**src/source/ctrl_config.svh**
```systemverilog
`ifndef CTRL_CONFIG_SVH
`define CTRL_CONFIG_SVH

// widths of the control words.
`define CTRL_STATE_W 4
`define CAUSE_W 6
`define IRQ_ID_W 5
`define REG_ADDR_W 6
`define PC_MUX_W 3
`define FW_SEL_W 2

// machine trap cause codes.
`define EXC_CODE_ILLEGAL 6'h02
`define EXC_CODE_BREAKPOINT 6'h03
`define EXC_CODE_ECALL_UMODE 6'h08
`define EXC_CODE_ECALL_MMODE 6'h0b

// privilege levels as seen on priv_lvl_i.
`define PRIV_LVL_U 2'b00
`define PRIV_LVL_M 2'b11

`endif

```
**src/source/ctrl_pkg.sv**
```systemverilog
`include "ctrl_config.svh"

package ctrl_pkg;

	typedef enum logic [`CTRL_STATE_W-1:0] {
		RESET, BOOT_SET, FIRST_FETCH, DECODE, IRQ_TAKEN_IF,
		IRQ_FLUSH, IRQ_TAKEN_ID, FLUSH_EX, FLUSH_WB, XRET_JUMP
	} ctrl_state_e;

	typedef enum logic [`PC_MUX_W-1:0] {
		PC_BOOT = 3'd0, PC_JUMP = 3'd2, PC_BRANCH = 3'd3,
		PC_EXCEPTION = 3'd4, PC_MRET = 3'd5
	} pc_mux_e;

	typedef enum logic {EXC_PC_EXCEPTION = 1'b0, EXC_PC_IRQ = 1'b1} exc_pc_e;

	typedef enum logic [`FW_SEL_W-1:0] {
		SEL_REGFILE = 2'd0, SEL_FW_EX = 2'd1, SEL_FW_WB = 2'd2
	} fw_sel_e;

	typedef enum logic [1:0] {NONE = 2'd0, JAL = 2'd1, JALR = 2'd2, COND = 2'd3} jump_kind_e;

	// mcause as written on save_cause; interrupts set the top bit.
	typedef union packed {
		struct packed {
			logic flag;
			logic [`IRQ_ID_W-1:0] id;
		} irq;
		logic [`CAUSE_W-1:0] exc;
	} cause_u;

	typedef struct packed {
		logic illegal, ecall, ebrk, mret;
		jump_kind_e jump_dec; // straight from the decoder.
		jump_kind_e jump_id;
	} decode_info_t;

	typedef struct packed {
		logic ex_is_a, ex_is_b, ex_is_c;
		logic wb_is_a, wb_is_b, wb_is_c;
		logic alu_is_a, alu_is_b, alu_is_c;
	} hazard_match_t;

	typedef struct packed {
		logic data_req_ex;
		logic we_id, we_ex, we_wb, alu_we_fw;
		logic wb_ready;
		logic [`REG_ADDR_W-1:0] waddr_ex;
		logic [`REG_ADDR_W-1:0] waddr_id;
	} wb_state_t;

	typedef struct packed {
		logic save_if, save_id, save_cause;
		logic irq_sec;
		logic restore_mret;
		exc_pc_e exc_pc;
		cause_u cause;
	} trap_ctrl_t;

	typedef struct packed {
		fw_sel_e a, b, c;
	} fw_sels_t;

endpackage

```
**src/source/core_ctrl.sv**
```systemverilog
`timescale 1ns/1ps
`include "ctrl_config.svh"

module core_ctrl (
	input  logic                    clk,
	input  logic                    rst_n,
	input  logic                    fetch_enable_i,
	input  logic                    instr_valid_i,
	input  logic                    id_ready_i,
	input  logic                    ex_valid_i,
	input  logic                    branch_taken_ex_i,
	input  ctrl_pkg::decode_info_t  dec_i,
	input  logic                    irq_i,
	input  logic                    irq_req_i,
	input  logic                    irq_sec_i,
	input  logic [`IRQ_ID_W-1:0]    irq_id_i,
	input  logic                    m_ie_i,
	input  logic                    u_ie_i,
	input  logic [1:0]              priv_lvl_i,
	input  ctrl_pkg::hazard_match_t match_i,
	input  ctrl_pkg::wb_state_t     wb_i,
	output logic                    instr_req_o,
	output logic                    is_decoding_o,
	output logic                    deassert_we_o,
	output logic                    halt_if_o,
	output logic                    halt_id_o,
	output logic                    pc_set_o,
	output ctrl_pkg::pc_mux_e       pc_mux_o,
	output ctrl_pkg::trap_ctrl_t    trap_o,
	output logic                    irq_ack_o,
	output logic [`IRQ_ID_W-1:0]    irq_id_o,
	output logic                    exc_kill_o,
	output logic                    load_stall_o,
	output logic                    jr_stall_o,
	output ctrl_pkg::fw_sels_t      fw_sel_o
);

	ctrl_fsm i_ctrl_fsm (
		.clk, .rst_n, .fetch_enable_i, .instr_valid_i, .id_ready_i, .ex_valid_i,
		.branch_taken_ex_i, .dec_i, .irq_i, .irq_req_i, .irq_sec_i, .irq_id_i,
		.m_ie_i, .u_ie_i, .priv_lvl_i,
		.load_stall_i(load_stall_o), // stalls fold into deassert_we.
		.jr_stall_i(jr_stall_o),
		.instr_req_o, .is_decoding_o, .deassert_we_o, .halt_if_o, .halt_id_o,
		.pc_set_o, .pc_mux_o, .trap_o, .irq_ack_o, .irq_id_o, .exc_kill_o
	);

	hazard_detect i_hazard_detect (
		.is_decoding_i(is_decoding_o),
		.jump_dec_i(dec_i.jump_dec),
		.match_i, .wb_i, .load_stall_o, .jr_stall_o
	);

	operand_fwd i_operand_fwd (
		.match_i,
		.we_wb_i(wb_i.we_wb),
		.alu_we_fw_i(wb_i.alu_we_fw),
		.sel_o(fw_sel_o)
	);

endmodule

```
**src/source/ctrl_fsm.sv**
```systemverilog
`timescale 1ns/1ps
`include "ctrl_config.svh"

module ctrl_fsm (
	input  logic                   clk,
	input  logic                   rst_n,
	input  logic                   fetch_enable_i,
	input  logic                   instr_valid_i,
	input  logic                   id_ready_i,
	input  logic                   ex_valid_i,
	input  logic                   branch_taken_ex_i,
	input  ctrl_pkg::decode_info_t dec_i,
	input  logic                   irq_i,
	input  logic                   irq_req_i,
	input  logic                   irq_sec_i,
	input  logic [`IRQ_ID_W-1:0]   irq_id_i,
	input  logic                   m_ie_i,
	input  logic                   u_ie_i,
	input  logic [1:0]             priv_lvl_i,
	input  logic                   load_stall_i,
	input  logic                   jr_stall_i,
	output logic                   instr_req_o,
	output logic                   is_decoding_o,
	output logic                   deassert_we_o,
	output logic                   halt_if_o,
	output logic                   halt_id_o,
	output logic                   pc_set_o,
	output ctrl_pkg::pc_mux_e      pc_mux_o,
	output ctrl_pkg::trap_ctrl_t   trap_o,
	output logic                   irq_ack_o,
	output logic [`IRQ_ID_W-1:0]   irq_id_o,
	output logic                   exc_kill_o
);
	import ctrl_pkg::*;

	ctrl_state_e state_q, state_d;
	logic jump_done_q, jump_done;
	logic irq_flush_q, irq_flush_n; // decode the held instr after a dropped irq.
	logic irq_enable;
	logic jump_in_dec;
	logic [`CAUSE_W-1:0] ecall_code;

	assign irq_enable = ((u_ie_i | irq_sec_i) & (priv_lvl_i == `PRIV_LVL_U)) |
		(m_ie_i & (priv_lvl_i == `PRIV_LVL_M));
	assign jump_in_dec = (dec_i.jump_dec == JAL) || (dec_i.jump_dec == JALR);
	assign ecall_code = (priv_lvl_i == `PRIV_LVL_U) ? `EXC_CODE_ECALL_UMODE : `EXC_CODE_ECALL_MMODE;
	assign irq_id_o = irq_id_i;
	assign deassert_we_o = ~is_decoding_o | dec_i.illegal | load_stall_i | jr_stall_i;

	always_comb begin
		state_d = state_q;
		jump_done = jump_done_q;
		irq_flush_n = 1'b0;
		instr_req_o = 1'b1;
		is_decoding_o = 1'b0;
		halt_if_o = 1'b0;
		halt_id_o = 1'b0;
		pc_set_o = 1'b0;
		pc_mux_o = PC_BOOT;
		trap_o = '0;
		irq_ack_o = 1'b0;
		exc_kill_o = 1'b0;
		case (state_q)
			RESET: begin
				instr_req_o = 1'b0;
				if (fetch_enable_i)
					state_d = BOOT_SET;
			end
			BOOT_SET: begin
				pc_set_o = 1'b1;
				state_d = FIRST_FETCH;
			end
			FIRST_FETCH: begin
				if (id_ready_i)
					state_d = DECODE;
				if (irq_req_i && irq_enable) begin
					halt_if_o = 1'b1;
					halt_id_o = 1'b1;
					state_d = IRQ_TAKEN_IF;
				end
			end
			DECODE: begin
				if (branch_taken_ex_i) begin
					pc_mux_o = PC_BRANCH;
					pc_set_o = 1'b1;
				end else if (instr_valid_i || irq_flush_q) begin
					is_decoding_o = 1'b1;
					halt_if_o = (dec_i.jump_id == COND); // no fetch past a branch in id.
					if (irq_req_i && irq_enable) begin
						halt_if_o = 1'b1;
						halt_id_o = 1'b1;
						state_d = IRQ_FLUSH;
					end else if (dec_i.illegal) begin
						halt_if_o = 1'b1;
						halt_id_o = 1'b1;
						trap_o.save_id = 1'b1;
						trap_o.save_cause = 1'b1;
						trap_o.cause.exc = `EXC_CODE_ILLEGAL;
						state_d = FLUSH_EX;
					end else if (jump_in_dec) begin
						pc_mux_o = PC_JUMP;
						if (!jr_stall_i && !jump_done_q) begin
							pc_set_o = 1'b1; // once per jump.
							jump_done = 1'b1;
						end
					end else if (dec_i.ebrk || dec_i.ecall) begin
						halt_if_o = 1'b1;
						halt_id_o = 1'b1;
						trap_o.save_id = 1'b1;
						trap_o.save_cause = 1'b1;
						trap_o.cause.exc = dec_i.ebrk ? `EXC_CODE_BREAKPOINT : ecall_code;
						state_d = FLUSH_EX;
					end else if (dec_i.mret) begin
						halt_if_o = 1'b1;
						halt_id_o = 1'b1;
						state_d = FLUSH_EX;
					end
				end
			end
			FLUSH_EX: begin
				halt_if_o = 1'b1;
				halt_id_o = 1'b1;
				if (ex_valid_i)
					state_d = FLUSH_WB;
			end
			FLUSH_WB: begin
				halt_if_o = 1'b1;
				halt_id_o = 1'b1;
				state_d = DECODE;
				if (dec_i.mret) begin
					trap_o.restore_mret = 1'b1;
					state_d = XRET_JUMP;
				end else begin
					pc_set_o = 1'b1;
					pc_mux_o = PC_EXCEPTION;
					trap_o.exc_pc = EXC_PC_EXCEPTION;
				end
			end
			XRET_JUMP: begin
				pc_set_o = 1'b1;
				pc_mux_o = PC_MRET;
				state_d = DECODE;
			end
			IRQ_FLUSH: begin
				halt_if_o = 1'b1;
				halt_id_o = 1'b1;
				if (irq_i && irq_enable) begin
					state_d = IRQ_TAKEN_ID;
				end else begin
					exc_kill_o = 1'b1;
					irq_flush_n = 1'b1;
					state_d = DECODE;
				end
			end
			IRQ_TAKEN_IF, IRQ_TAKEN_ID: begin
				pc_set_o = 1'b1;
				pc_mux_o = PC_EXCEPTION;
				irq_ack_o = 1'b1;
				trap_o.save_if = (state_q == IRQ_TAKEN_IF);
				trap_o.save_id = (state_q == IRQ_TAKEN_ID);
				trap_o.save_cause = 1'b1;
				trap_o.irq_sec = irq_sec_i;
				trap_o.exc_pc = EXC_PC_IRQ;
				trap_o.cause.irq.flag = 1'b1;
				trap_o.cause.irq.id = irq_id_i;
				state_d = DECODE;
			end
			default: begin
				instr_req_o = 1'b0;
				state_d = RESET;
			end
		endcase
	end

	always_ff @(posedge clk or negedge rst_n) begin
		if (!rst_n) begin
			state_q <= RESET;
			jump_done_q <= 1'b0;
			irq_flush_q <= 1'b0;
		end else begin
			state_q <= state_d;
			jump_done_q <= jump_done & ~id_ready_i; // held until id accepts.
			irq_flush_q <= irq_flush_n;
		end
	end

endmodule

```
**src/source/hazard_detect.sv**
```systemverilog
`timescale 1ns/1ps

module hazard_detect (
	input  logic                    is_decoding_i,
	input  ctrl_pkg::jump_kind_e    jump_dec_i,
	input  ctrl_pkg::hazard_match_t match_i,
	input  ctrl_pkg::wb_state_t     wb_i,
	output logic                    load_stall_o,
	output logic                    jr_stall_o
);
	import ctrl_pkg::*;

	logic load_pending;
	logic src_match;
	logic waw_match;
	logic jr_dep;

	// a load in ex, or a write stuck in wb, is not yet forwardable.
	assign load_pending = (wb_i.data_req_ex & wb_i.we_ex) |
		(~wb_i.wb_ready & wb_i.we_wb);

	assign src_match = match_i.ex_is_a | match_i.ex_is_b | match_i.ex_is_c;

	// decoding instr targets the same register as ex.
	assign waw_match = is_decoding_i & wb_i.we_id & (wb_i.waddr_ex == wb_i.waddr_id);

	assign load_stall_o = load_pending & (src_match | waw_match);

	// jalr target must come from a settled register.
	assign jr_dep = (wb_i.we_wb & match_i.wb_is_a) |
		(wb_i.we_ex & match_i.ex_is_a) |
		(wb_i.alu_we_fw & match_i.alu_is_a);

	assign jr_stall_o = (jump_dec_i == JALR) & jr_dep;

endmodule

```
**src/source/operand_fwd.sv**
```systemverilog
`timescale 1ns/1ps

module operand_fwd (
	input  ctrl_pkg::hazard_match_t match_i,
	input  logic                    we_wb_i,
	input  logic                    alu_we_fw_i,
	output ctrl_pkg::fw_sels_t      sel_o
);
	import ctrl_pkg::*;

	// ex result is newer than wb, so it wins.
	function automatic fw_sel_e pick_src(input logic wb_hit, input logic alu_hit);
		fw_sel_e sel;
		sel = SEL_REGFILE;
		if (we_wb_i && wb_hit)
			sel = SEL_FW_WB;
		if (alu_we_fw_i && alu_hit)
			sel = SEL_FW_EX;
		return sel;
	endfunction

	always_comb begin
		sel_o.a = pick_src(match_i.wb_is_a, match_i.alu_is_a);
		sel_o.b = pick_src(match_i.wb_is_b, match_i.alu_is_b);
		sel_o.c = pick_src(match_i.wb_is_c, match_i.alu_is_c);
	end

endmodule

```
**config.mk**
```make
export PLATFORM = sky130hd
export DESIGN_NAME = core_ctrl
export DESIGN_NICKNAME = d
export VERILOG_FILES = /design/src/source/ctrl_pkg.sv /design/src/source/core_ctrl.sv /design/src/source/ctrl_fsm.sv /design/src/source/hazard_detect.sv /design/src/source/operand_fwd.sv
export VERILOG_INCLUDE_DIRS = /design/src /design/src/source
export SDC_FILE = /design/constraint.sdc
export NUM_CORES = 1
export LEC_CHECK = 0
export BUFFER_PORTS_ARGS = -buffer_cell sky130_fd_sc_hd__buf_2
export CAP_MARGIN = 20
export CORE_MARGIN = 4
export CORE_UTILIZATION = 41
export DETAILED_ROUTE_END_ITERATION = 10
export PLACE_DENSITY_LB_ADDON = 0.05
export SLEW_MARGIN = 20
export SYNTH_ARGS = -nofsm -noshare
export SYNTH_HDL_FRONTEND = slang
export SYNTH_SLANG_ARGS = --single-unit
```
**constraint.sdc**
```tcl
create_clock -name clk -period 4 [get_ports clk]
set_input_delay 0.8 -clock clk [delete_from_list [all_inputs] [get_ports clk]]
set_output_delay 0.8 -clock clk [all_outputs]
set_load 0.05 [all_outputs]
```
After elaboration in Yosys (flattened, before gate mapping)
Index checks and enable logic that the tools add are counted.
{"block": "word_totals", "output_inout_bits": 36, "regBits": 6, "inputBits": 54}
{"block": "classes", "bitwise": 26, "reduce_logical": 22, "mux": 85, "n_eq_ne": 21}
{"cell": "4-bit 2-to-1 mux", "n": 12}
{"cell": "6-bit 2-to-1 mux", "n": 7}
{"cell": "1-bit 2-to-1 mux", "n": 39}
{"cell": "4-bit case mux with 8 select lines", "n": 1}
{"cell": "2-bit 2-to-1 mux", "n": 14}
{"cell": "3-bit 2-to-1 mux", "n": 6}
{"cell": "4-bit by 3-bit equality test with 1-bit output, second input constant", "n": 4}
{"cell": "1-bit AND", "n": 12}
{"cell": "3-bit case mux with 4 select lines", "n": 1}
{"cell": "6-bit case mux with 2 select lines", "n": 1}
{"cell": "1-bit bitwise OR", "n": 11}
{"cell": "1-bit logical AND", "n": 9}
{"cell": "1-bit case mux with 3 select lines", "n": 3}
{"cell": "9-bit OR reduction", "n": 1}
{"cell": "4-bit by 2-bit equality test with 1-bit output, second input constant", "n": 2}
{"cell": "4-bit equality test, second input constant", "n": 2}
{"cell": "7-bit AND reduction", "n": 1}
{"cell": "2-bit equality test, second input constant", "n": 3}
{"cell": "6-bit equality test", "n": 1}
{"cell": "2-bit != test, second input constant", "n": 3}
{"cell": "3-bit OR reduction", "n": 2}
{"cell": "5-bit by 3-bit != test with 1-bit output, second input constant", "n": 1}
{"cell": "4-bit by 1-bit equality test with 1-bit output, second input constant", "n": 1}
{"cell": "4-bit logical NOT", "n": 1}
{"cell": "11 further kinds", "n": 16}

Logic depth before layout (Yosys ltp)
Gate-level depths: netlist of the first run.
{"block": "logic_depth", "depth_word": 14, "mapped_depth": 6, "depth_no_buf": 6}

Cells and area by module
A second synthesis of the first run with hierarchy kept.
{"block": "hier_totals", "cells_unflattened": 136, "hier_area_um2": 983.4}
{"mod": "ctrl_fsm", "instances": 1, "area_per_inst_um2": 814.5, "cells_each": 111}
{"mod": "hazard_detect", "instances": 1, "area_per_inst_um2": 117.6, "cells_each": 16}
{"mod": "operand_fwd", "instances": 1, "area_per_inst_um2": 51.3, "cells_each": 9}

Worst setup path before layout of the first run
Ideal clock, no wire load.
{"block": "synth_timing", "path_kind": "input -> output", "startpoint": "input port irq_sec_i", "endpoint": "output port exc_kill_o", "path_buffers": 0, "arrival_ps": 3694, "stages": 3, "setup_slack_ps": -494, "path_cell_list": "nor2_1 -> o31ai_4 -> a2111oi_0"}
{"block": "synth_via", "elab_chain_cells": 6}
{"element": "start: declaration", "line_no": "core_ctrl.sv:15", "source": "input logic irq_sec_i,"}
{"element": "1-bit bitwise OR", "line_no": "ctrl_fsm.sv:43", "source": "assign irq_enable = ((u_ie_i | irq_sec_i) & (priv_lvl_i == `PRIV_LVL_U)) |"}
{"element": "1-bit AND", "line_no": "ctrl_fsm.sv:43"}
{"element": "1-bit bitwise OR", "line_no": "ctrl_fsm.sv:43"}
{"element": "1-bit logical AND", "line_no": "ctrl_fsm.sv:147", "source": "if (irq_i && irq_enable) begin"}
{"element": "1-bit 2-to-1 mux", "line_no": "ctrl_fsm.sv:147"}
{"element": "1-bit 2-to-1 mux", "line_no": "ctrl_fsm.sv:63", "source": "case (state_q)"}
{"element": "end: declaration", "line_no": "core_ctrl.sv:32", "source": "output logic exc_kill_o,"}
Every way passes these cells.

==> flow_summary.json, run 1 <==
{
  "worstMarginPinSlew_ns": 0.625,
  "hold_class": "primary input to asynchronous set/reset pin",
  "leakagePower_nw": 0.841,
  "dp_hpwl_um": 2960,
  "finalSetupViolations": 0,
  "post-cts-setup-buffers": 0,
  "crit_path_top_delay_cell": "dfrtp_1",
  "multi_input_area_um2": 757,
  "numCtsBuffers": 3,
  "grt_overflow": 0,
  "diodes": 0,
  "initial_core_util_pct": 44.7,
  "status": "complete, no violations",
  "critical_path_arrival_ns": 2.32,
  "crit_required_ns": 3.20,
  "drt-total-wl_um": 3520,
  "cts_tree": "yes",
  "placed_area_um2": 1440,
  "clk_pin_slew_ns": 0.05,
  "synth-edff-count": 0,
  "synthFlopType": "dfrtp_1",
  "syn_area_um2": 1030,
  "timing.fmax_ghz": 0.321,
  "pin_count": 90,
  "crit_chain": "nand4bb_1 > or3_1 > a21oi_2 > o21a_1 > or2_2 > buf_2",
  "htree_levels": 1,
  "ys_warn_count": 0,
  "first_pass_iters": 4,
  "antenna_found_initial": 0,
  "reg2reg_to": "i_ctrl_fsm.state_q[1]",
  "drv_cap": 0,
  "synth.avg_cell_area_um2": 7.18,
  "critPathTopFamily": "simple AND/OR/NAND/NOR gates",
  "seq_area_frac_synth_pct": 14.6,
  "cp_num_buf_inv": 1,
  "drt-initial-drc-count": 49,
  "fin_setup_tns_ns": 0,
  "syn_inst": 143,
  "grt_first_pass_wirelength_um": 5510,
  "cts_resized": 0,
  "dieArea_um2": 3370,
  "clock_latency_ns": 0.24,
  "grt_start_max_net_pins": 22,
  "worstPathMaxFanout": 17,
  "core_area_um2": 2300,
  "clockRootBuffer": "clkbuf_4",
  "synth_nets": 198,
  "die_h_um": 58.1,
  "design_area_um2": 1460,
  "syn_to_final_growth_pct": 42.4,
  "grt.total_usage_pct": 20.0,
  "io_buffers": 89,
  "peakVddDrop_mv": 0.423,
  "layout.nets": 282,
  "p_per_area_nw_per_um2": 623,
  "grt_pass1_vias": 1299,
  "ys_ff_latch": 6,
  "slew_viol_final": 0,
  "final.setup_skew_ns": 0.000927,
  "reg2reg_setup_slack_ns": 2.03,
  "clkSinkCount": 6,
  "wire_per_inst_um": 13.9,
  "fin_crit_ns": 3.12,
  "cp_slowest_stage_delay_ns": 0.66,
  "regArea_um2": 150,
  "cts_buffer_depth": 2,
  "fin_crit_sh_pct": 78.0,
  "rr_startpoint": "i_ctrl_fsm.state_q[1]",
  "rsz0062_at_grt": "no",
  "drive_gt1_share_pct": 46.2,
  "hold_viol_final": 0,
  "fp.dieW_um": 58.1,
  "drc": 0,
  "ys_types": 52,
  "vias_per_cell": 5.49,
  "crit_path_start_kind": "flop",
  "gp_congestion": 0.845,
  "fill_cells": 223,
  "dr_total_vias": 1390,
  "postCtsHoldBufs": 0,
  "num_rows": 17,
  "reg2reg_depth": 5,
  "ys_async_sr_fraction_pct": 100,
  "endpoint_kind": "primary output",
  "worstSetupPathType": "flop to primary output",
  "detail-route-antenna-nets": 0,
  "maxSlewHeadroom_pct": 58.2
}
## routing by layer
| metal | part of all wire [%] | GRT usage, % | wire [um] |
|---|---|---|---|
| met4 | 0.48 | 3.97 | 17 |
| met2 | 47 | 34.7 | 1670 |
| met1 | 42 | 25.7 | 1460 |
| met5 | 0 | 0 | 0 |
| met3 | 10 | 4.01 | 366 |
## synth_stat cells (all sizes together), types with 4 or more instances
cell,instances,area share (%)
nand2,12,4.4
a21oi,5,3.2
inv,12,4.4
nor2,22,8.0
buf,9,6.7
and2,4,2.4
nand3,4,1.9
o21ai,9,4.4
dfrtp,6,15
## cell type report
type / instances / area share (%)
multi-input cells: 114 / 51.8
repair buffers: 90 / 31.0
clock buffers: 3 / 1.54
flip-flops and latches: 6 / 10.3
well taps: 28 / 2.40
inverters: 12 / 3.08
## where the power goes
| part | total (mW) | internal [mW] | switching (mW) |
|---|---|---|---|
| logic | 0.722 | 0.233 | 0.489 |
| clock network | 0.0567 | 0.0340 | 0.0227 |
| registers | 0.132 | 0.0805 | 0.0514 |
| total | 0.911 | 0.348 | 0.563 |
## sequential cells by signal, summed over array words and instances, names as in the netlist
| signal | cells |
|---|---|
| i_ctrl_fsm.jump_done_q | 1 |
| i_ctrl_fsm.state_q | 4 |
| i_ctrl_fsm.irq_flush_q | 1 |
## cell usage in the layout, fill, tap and decap left out, types with 3 or more instances in the layout
cell and count:
a21boi_0 3, a21oi_1 3, and2_1 4, and3_1 3, buf_2 89, clkbuf_4 3, dfrtp_1 6, inv_1 12
nand2_1 12, nand3_1 4, nor2_1 22, nor4_1 3, o21ai_0 8, xnor2_1 3, xor2_1 3
## worst max path at each step
stage / end / depth (start not counted) / slack, ns / startpoint
after global placement: pc_set_o / 7 / 1.01 / irq_sec_i
after global routing: trap_o[9] / 6 / 0.76 / i_ctrl_fsm.state_q[1]
final: trap_o[9] / 6 / 0.88 / i_ctrl_fsm.state_q[1]
after floorplan: exc_kill_o / 3 / 0.20 / irq_sec_i
after detailed placement: exc_kill_o / 5 / 0.93 / irq_sec_i
after CTS: exc_kill_o / 5 / 0.92 / irq_sec_i
## metrics by stage
stage	utilization [%]	hold WS, ns	instances	worst slack, ns	power (mW)
final	63.7	0.372	253	0.881	0.911
after detailed placement	62.7	0.502	250	0.927	0.852
after global routing	63.7	0.377	253	0.765	0.971
after floorplan	-	0.464	143	0.197	0.704
after global placement	62.7	0.520	250	1.01	0.840
after CTS	63.7	0.370	253	0.919	0.911
## cell families (layout without fill, tap and decap cells)
logic type | after synthesis | after routing | synth area share [%]
compound gates | 41 | 41 | 32.8
xor+xnor | 6 | 6 | 5.12
fa+ha+maj | 1 | 1 | 1.22
buf+inv | 23 | 105 | 11.8
flops | 6 | 6 | 14.6
mux | 2 | 2 | 2.44
simple gates | 64 | 64 | 32.0
Power figures use the tool's default switching activity.
==> run 2, diff against run 1 <==
--- a/config.mk
+++ b/config.mk
@@ -6,10 +6,11 @@
 export SDC_FILE = /design/constraint.sdc
 export NUM_CORES = 1
 export LEC_CHECK = 0
+export ABC_AREA = 1
 export BUFFER_PORTS_ARGS = -buffer_cell sky130_fd_sc_hd__buf_2
 export CAP_MARGIN = 20
 export CORE_MARGIN = 4
-export CORE_UTILIZATION = 41
+export CORE_UTILIZATION = 39
 export DETAILED_ROUTE_END_ITERATION = 10
 export PLACE_DENSITY_LB_ADDON = 0.05
 export SLEW_MARGIN = 20
==> constraint.sdc (replaced) <==
create_clock -name clk -period 3.1 [get_ports clk]
set_input_delay 0.62 -clock clk [delete_from_list [all_inputs] [get_ports clk]]
set_output_delay 0.62 -clock clk [all_outputs]
set_load 0.05 [all_outputs]
==> run 2 against run 1 <==
  * Register-to-register slack got worse by 0.38 ns
  * Clock power increased by 29%
  * Wire length decreased by 3.9%
  * Critical path depth increased by 2
  * Clock skew increased by 0.0032 ns
  * Global-route usage decreased by 2.5 points
  * Worst setup slack got worse by 0.29 ns
==> flow_summary.json, run 2 <==
{
  "crit_required_ns": 2.48,
  "post-cts-setup-buffers": 0,
  "antenna_found_initial": 0,
  "htree_levels": 1,
  "largestRegisters": "i_ctrl_fsm.state_q: 4 flops, i_ctrl_fsm.irq_flush_q: 1 flops, i_ctrl_fsm.jump_done_q: 1 flops",
  "leakagePower_nw": 1.09,
  "fin_crit_ns": 2.51,
  "postCtsHoldBufs": 0,
  "reg2reg_setup_slack_ns": 1.65,
  "placed_area_um2": 1530,
  "drv_cap": 0,
  "maxSlewHeadroom_pct": 81.9,
  "synthFlopType": "dfrtp_1",
  "switching_share_pct": 65.0,
  "wire_per_inst_um": 10.7,
  "critical_path_arrival_ns": 1.89,
  "vias_per_cell": 4.68,
  "status": "complete, no violations",
  "peakVddDrop_mv": 0.468,
  "grt_overflow": 0,
  "worstPathMaxFanout": 5,
  "clockRootBuffer": "clkbuf_4",
  "cp_num_buf_inv": 4,
  "cp_slowest_stage_delay_ns": 0.35,
  "critPathTopFamily": "buffers and inverters",
  "synth_common_cells": "55 x nand2_1, 41 x inv_1, 25 x nor2_1",
  "die_h_um": 61.0,
  "cts_buffer_depth": 2,
  "initial_core_util_pct": 42.6,
  "finalSetupViolations": 0,
  "syn_inst": 201,
  "crit_chain": "buf_2 > inv_1 > ha_1 > inv_1 > o21ai_0 > nand3_1 > a21boi_1 > buf_2",
  "cts_tree": "yes",
  "drc": 0,
  "hold_class": "primary input to asynchronous set/reset pin",
  "largest_reg_flops": 4,
  "first_pass_iters": 5,
  "seq_area_frac_synth_pct": 13.7,
  "most-common-layout-cells": "89 x buf_2, 55 x nand2_1, 41 x inv_1",
  "fin_crit_sh_pct": 80.9,
  "grt_start_max_net_pins": 9,
  "clkSinkCount": 6,
  "numCtsBuffers": 3,
  "timing.fmax_ghz": 0.399,
  "cts_resized": 0,
  "hold_viol_final": 0,
  "drive_gt1_share_pct": 40.4,
  "grt.total_usage_pct": 17.5,
  "detail-route-antenna-nets": 0,
  "syn_area_um2": 1090,
  "fp.dieW_um": 61.0,
  "crit_path_start_kind": "primary input",
  "comb_power_share_pct": 79.1,
  "synth_top_area_share_pct": 18.9,
  "ys_types": 30,
  "rsz0062_at_grt": "no",
  "synth_nets": 256,
  "core_area_um2": 2570,
  "grt_pass1_vias": 1271,
  "reg2reg_depth": 8,
  "drt-total-wl_um": 3380,
  "dieArea_um2": 3720,
  "gp_congestion": 0.808,
  "ys_warn_count": 0,
  "final_common_cell": "buf_2",
  "grt_first_pass_wirelength_um": 5040,
  "layout.cells.non_filler": 317,
  "clk_pin_slew_ns": 0.05,
  "worstMarginPinSlew_ns": 0.272,
  "worstSetupPathType": "primary input to primary output",
  "crit_path_top_delay_cell": "ha_1",
  "top_register": "i_ctrl_fsm.state_q",
  "intPower_mw": 0.362,
  "reg2reg_to": "i_ctrl_fsm.state_q[0]",
  "rr_startpoint": "i_ctrl_fsm.state_q[1]",
  "io_buffers": 89,
  "dr_total_vias": 1484,
  "fin_setup_tns_ns": 0,
  "yosysMostFrequentCell": "nand2_1",
  "diodes": 0,
  "final.setup_skew_ns": 0.00414,
  "slew_viol_final": 0,
  "num_rows": 18,
  "syn_to_final_growth_pct": 42.1,
  "clockPowerShare_pct": 7.1,
  "pin_count": 90,
  "clock_latency_ns": 0.25,
  "p_per_area_nw_per_um2": 666,
  "synth_top_cells_by_area": "nand2_1 19%, inv_1 14%, dfrtp_1 14%, nand3_1 8.7%, nor2_1 8.6%",
  "ys_async_sr_fraction_pct": 100,
  "seqPwrFrac_pct": 13.8,
  "dp_hpwl_um": 2900,
  "synth-edff-count": 0,
  "design_area_um2": 1560,
  "ys_ff_latch": 6,
  "endpoint_kind": "primary output",
  "layout.nets": 344,
  "power_switching_mw": 0.673,
  "synth.avg_cell_area_um2": 5.45,
  "fill_cells": 286,
  "yosysTopAreaCell": "nand2_1",
  "dp_cells": 314,
  "drt-initial-drc-count": 48
}
[run 2: cell families after synthesis]
kind of cell,count (synthesis),share of synthesized area (%)
and+or+nand+nor,126,55.1
buffers and inverters,51,19.7
AOI/OAI and AO/OA,15,8.80
DFF,6,13.7
xor gates and xnor gates,2,1.60
adders and majority gates,1,1.14
[run 2: power groups by stage]
stage / sequential [mW] / combinational, mW / clock [mW]
4_1_cts: 0.143 / 0.822 / 0.0740
3_5_place_dp: 0.144 / 0.816 / 0
5_1_grt: 0.147 / 0.896 / 0.0785
3_3_place_gp: 0.145 / 0.813 / 0
6_report: 0.143 / 0.819 / 0.0734
2_1_floorplan: 0.133 / 0.645 / 0
[run 2: routing by layer]
metal	vias up	track usage, %	wire [um]
met2	71	31.3	1560
met1	622	21.0	1330
met4	0	4.64	34
met5	-	0	0
li1	785	-	-
met3	6	4.04	457
[run 2: how the worst max path moves through the flow]
| stage | cells after the start | from | slack (ns) | end |
|---|---|---|---|---|
| 6_report | 8 | dec_i[2] | 0.59 | trap_o[10] |
| 5_1_grt | 9 | dec_i[2] | 0.44 | pc_mux_o[1] |
| 4_1_cts | 9 | dec_i[2] | 0.60 | pc_mux_o[1] |
| 3_5_place_dp | 9 | dec_i[2] | 0.60 | pc_mux_o[1] |
| 3_3_place_gp | 9 | dec_i[2] | 0.62 | pc_mux_o[1] |
| 2_1_floorplan | 6 | instr_valid_i | 0.19 | trap_o[1] |
[run 2: metrics by stage]
| stage | worst slack, ns | total power, mW | hold slack [ns] | util [%] |
|---|---|---|---|---|
| after floorplan | 0.187 | 0.778 | 0.324 | - |
| after global placement | 0.624 | 0.958 | 0.447 | 59.7 |
| after detailed placement | 0.602 | 0.960 | 0.450 | 59.7 |
| after CTS | 0.599 | 1.04 | 0.191 | 60.6 |
| after global routing | 0.441 | 1.12 | 0.194 | 60.6 |
| final | 0.591 | 1.04 | 0.186 | 60.6 |
[run 2: cell type report]
type                    instances  area, um2  share of cell area [%]
well taps                      30       37.5                    2.41
clock buffers                   3       22.5                    1.45
multi-input cells             144        729                    46.9
repair buffers                 89        445                    28.6
flip-flops and latches          6        150                    9.65
inverters                      45        170                    10.9
[run 2: worst reg2reg max path, cell delays in order (launching register included)]
cell	delay, ns
dfrtp_1	0.47
nand2_2	0.11
clkinv_2	0.10
nand3_2	0.11
nand3_1	0.10
a21oi_2	0.21
nand2_2	0.11
nand2_1	0.06
nand2_1	0.06
==> run 3, diff against run 2 <==
--- a/config.mk
+++ b/config.mk
@@ -6,11 +6,11 @@
 export SDC_FILE = /design/constraint.sdc
 export NUM_CORES = 1
 export LEC_CHECK = 0
-export ABC_AREA = 1
+export ABC_AREA = 0
 export BUFFER_PORTS_ARGS = -buffer_cell sky130_fd_sc_hd__buf_2
 export CAP_MARGIN = 20
 export CORE_MARGIN = 4
-export CORE_UTILIZATION = 39
+export CORE_UTILIZATION = 38
 export DETAILED_ROUTE_END_ITERATION = 10
 export PLACE_DENSITY_LB_ADDON = 0.05
 export SLEW_MARGIN = 20
==> constraint.sdc (replaced) <==
create_clock -name clk -period 2.6 [get_ports clk]
set_input_delay 0.52 -clock clk [delete_from_list [all_inputs] [get_ports clk]]
set_output_delay 0.52 -clock clk [all_outputs]
set_load 0.05 [all_outputs]
==> run 3 against run 2 <==
  * Non-clock buffer count up 4
  * Sequential share of layout area up 0.33 points
  * Cell count is 19% lower
  * Die area down 3.2%
  * Worst setup slack worse by 0.47 ns
  * Wire length up 1.5%
  * Via count shrank 8.3%
  * Final area is 3.3% lower
  * Critical endpoint unchanged
  * Critical path type is now flop to primary output
  * Register-to-register slack worse by 0.95 ns
  * Power is 38% higher
==> flow_summary.json, run 3 (same netlist as run 1, synthesis figures left out) <==
{
  "status": "complete, no violations",
  "p_per_area_nw_per_um2": 953,
  "seqPwrFrac_pct": 9.7,
  "antenna_found_initial": 0,
  "crit_required_ns": 2.08,
  "detail-route-antenna-nets": 0,
  "drive_gt1_share_pct": 48.2,
  "largest_reg_flops": 4,
  "final_common_cell": "buf_2",
  "timing.fmax_ghz": 0.404,
  "dp_cells": 255,
  "slew_viol_final": 0,
  "initial_core_util_pct": 40.7,
  "crit_path_top_delay_cell": "or3_4",
  "grt_pass1_vias": 1296,
  "reg2reg_depth": 6,
  "final.setup_skew_ns": 0.00321,
  "grt_overflow": 0,
  "core_area_um2": 2520,
  "dr_total_vias": 1361,
  "crit_path_start_kind": "flop",
  "reg2reg_to": "i_ctrl_fsm.state_q[1]",
  "fin_setup_tns_ns": 0,
  "reg2reg_setup_slack_ns": 0.70,
  "clock_latency_ns": 0.23,
  "top_register": "i_ctrl_fsm.state_q",
  "syn_to_final_growth_pct": 46.4,
  "grt.total_usage_pct": 19.6,
  "first_pass_iters": 4,
  "cts_tree": "yes",
  "num_rows": 18,
  "post-cts-setup-buffers": 0,
  "dp_hpwl_um": 2960,
  "wire_per_inst_um": 13.3,
  "largestRegisters": "i_ctrl_fsm.state_q: 4 flops, i_ctrl_fsm.irq_flush_q: 1 flops, i_ctrl_fsm.jump_done_q: 1 flops",
  "die_h_um": 60.0,
  "pin_count": 90,
  "placed_area_um2": 1470,
  "crit_chain": "nand4bb_1 > or3_4 > a21oi_2 > o21a_1 > a21o_1 > buf_2",
  "vias_per_cell": 5.28,
  "critical_path_arrival_ns": 1.96,
  "hold_ws_ns": 0.0976,
  "grt_first_pass_wirelength_um": 5520,
  "fin_crit_sh_pct": 95.3,
  "clockPowerShare_pct": 5.5,
  "leakagePower_nw": 0.858,
  "hold_class": "primary input to asynchronous set/reset pin",
  "htree_levels": 1,
  "clkSinkCount": 6,
  "cts_buffer_depth": 2,
  "grt_start_max_net_pins": 21,
  "io_buffers": 89,
  "dieArea_um2": 3600,
  "hold_viol_final": 0,
  "endpoint_kind": "primary output",
  "worstPathMaxFanout": 4,
  "maxSlewHeadroom_pct": 65.8,
  "worstMarginPinSlew_ns": 0.513,
  "fin_crit_ns": 2.48,
  "power_switching_mw": 0.865,
  "drt-initial-drc-count": 40,
  "gp_congestion": 0.819,
  "drv_cap": 0,
  "layout.cells.non_filler": 258,
  "finalSetupViolations": 0,
  "most-common-layout-cells": "88 x buf_2, 21 x nor2_1, 12 x inv_1, 12 x nand2_1",
  "rr_startpoint": "i_ctrl_fsm.state_q[1]",
  "cp_slowest_stage_delay_ns": 0.42,
  "design_area_um2": 1500,
  "intPower_mw": 0.568,
  "worstSetupPathType": "flop to primary output",
  "switching_share_pct": 60.3,
  "drc": 0,
  "diodes": 0,
  "comb_power_share_pct": 84.8,
  "peakVddDrop_mv": 0.752,
  "fp.dieW_um": 60.0,
  "utilization_pct": 59.6,
  "rsz0062_at_grt": "no",
  "clockRootBuffer": "clkbuf_4",
  "drt-total-wl_um": 3430,
  "numCtsBuffers": 3,
  "layout.nets": 285,
  "clk_pin_slew_ns": 0.04
}
## run 3: critical path, delay by kind of cell, from the launching register on
kind	cells	cell delay, ns
buffers and inverters	1	0.25
and+or+nand+nor	2	0.65
AOI/OAI and AO/OA	3	0.46
DFF	1	0.37
## run 3: timing repair
action,CTS,global route
hold buffers,0,0
endpoints found under the setup margin,0,3
resized for setup,0,3
## run 3: how the worst max path moves through the flow
stage,from,to,cells past startpoint
finish,i_ctrl_fsm.state_q[2],trap_o[10],6
detailed placement,priv_lvl_i[1],trap_o[9],6
global placement,irq_sec_i,pc_set_o,7
CTS,i_ctrl_fsm.state_q[2],trap_o[9],6
global route,i_ctrl_fsm.state_q[2],trap_o[10],6
floorplan,dec_i[2],deassert_we_o,5
## run 3: power groups by stage
stage	combinational [mW]	sequential (mW)	clock, mW
after floorplan	0.940	0.150	0
after global placement	1.20	0.138	0
after detailed placement	1.21	0.140	0
after CTS	1.21	0.139	0.0824
after global routing	1.31	0.143	0.0925
final	1.22	0.139	0.0794
## run 3: cell type report
| class | instances | area (um2) |
|---|---|---|
| inverter | 12 | 45.0 |
| multi-input combinational | 114 | 771 |
| tap | 30 | 37.5 |
| clock buffer | 3 | 22.5 |
| timing repair buffer | 93 | 478 |
| fill | 257 | 1020 |
| sequential | 6 | 150 |
## run 3: stage by stage
step                total power [mW]  worst slack [ns]
floorplan                       1.09           0.00197
global placement                1.34             0.170
detailed placement              1.35             0.150
CTS                             1.43            0.0665
global route                    1.55            0.0158
finish                          1.43             0.123
## run 3: metal layers
metal	GRT usage [%]	vias to the layer above	part of all wire (%)
met5	0	-	0
met4	5.70	0	1.3
met3	2.81	4	9.7
met2	33.3	69	47
met1	25.4	602	42
li1	-	686	-
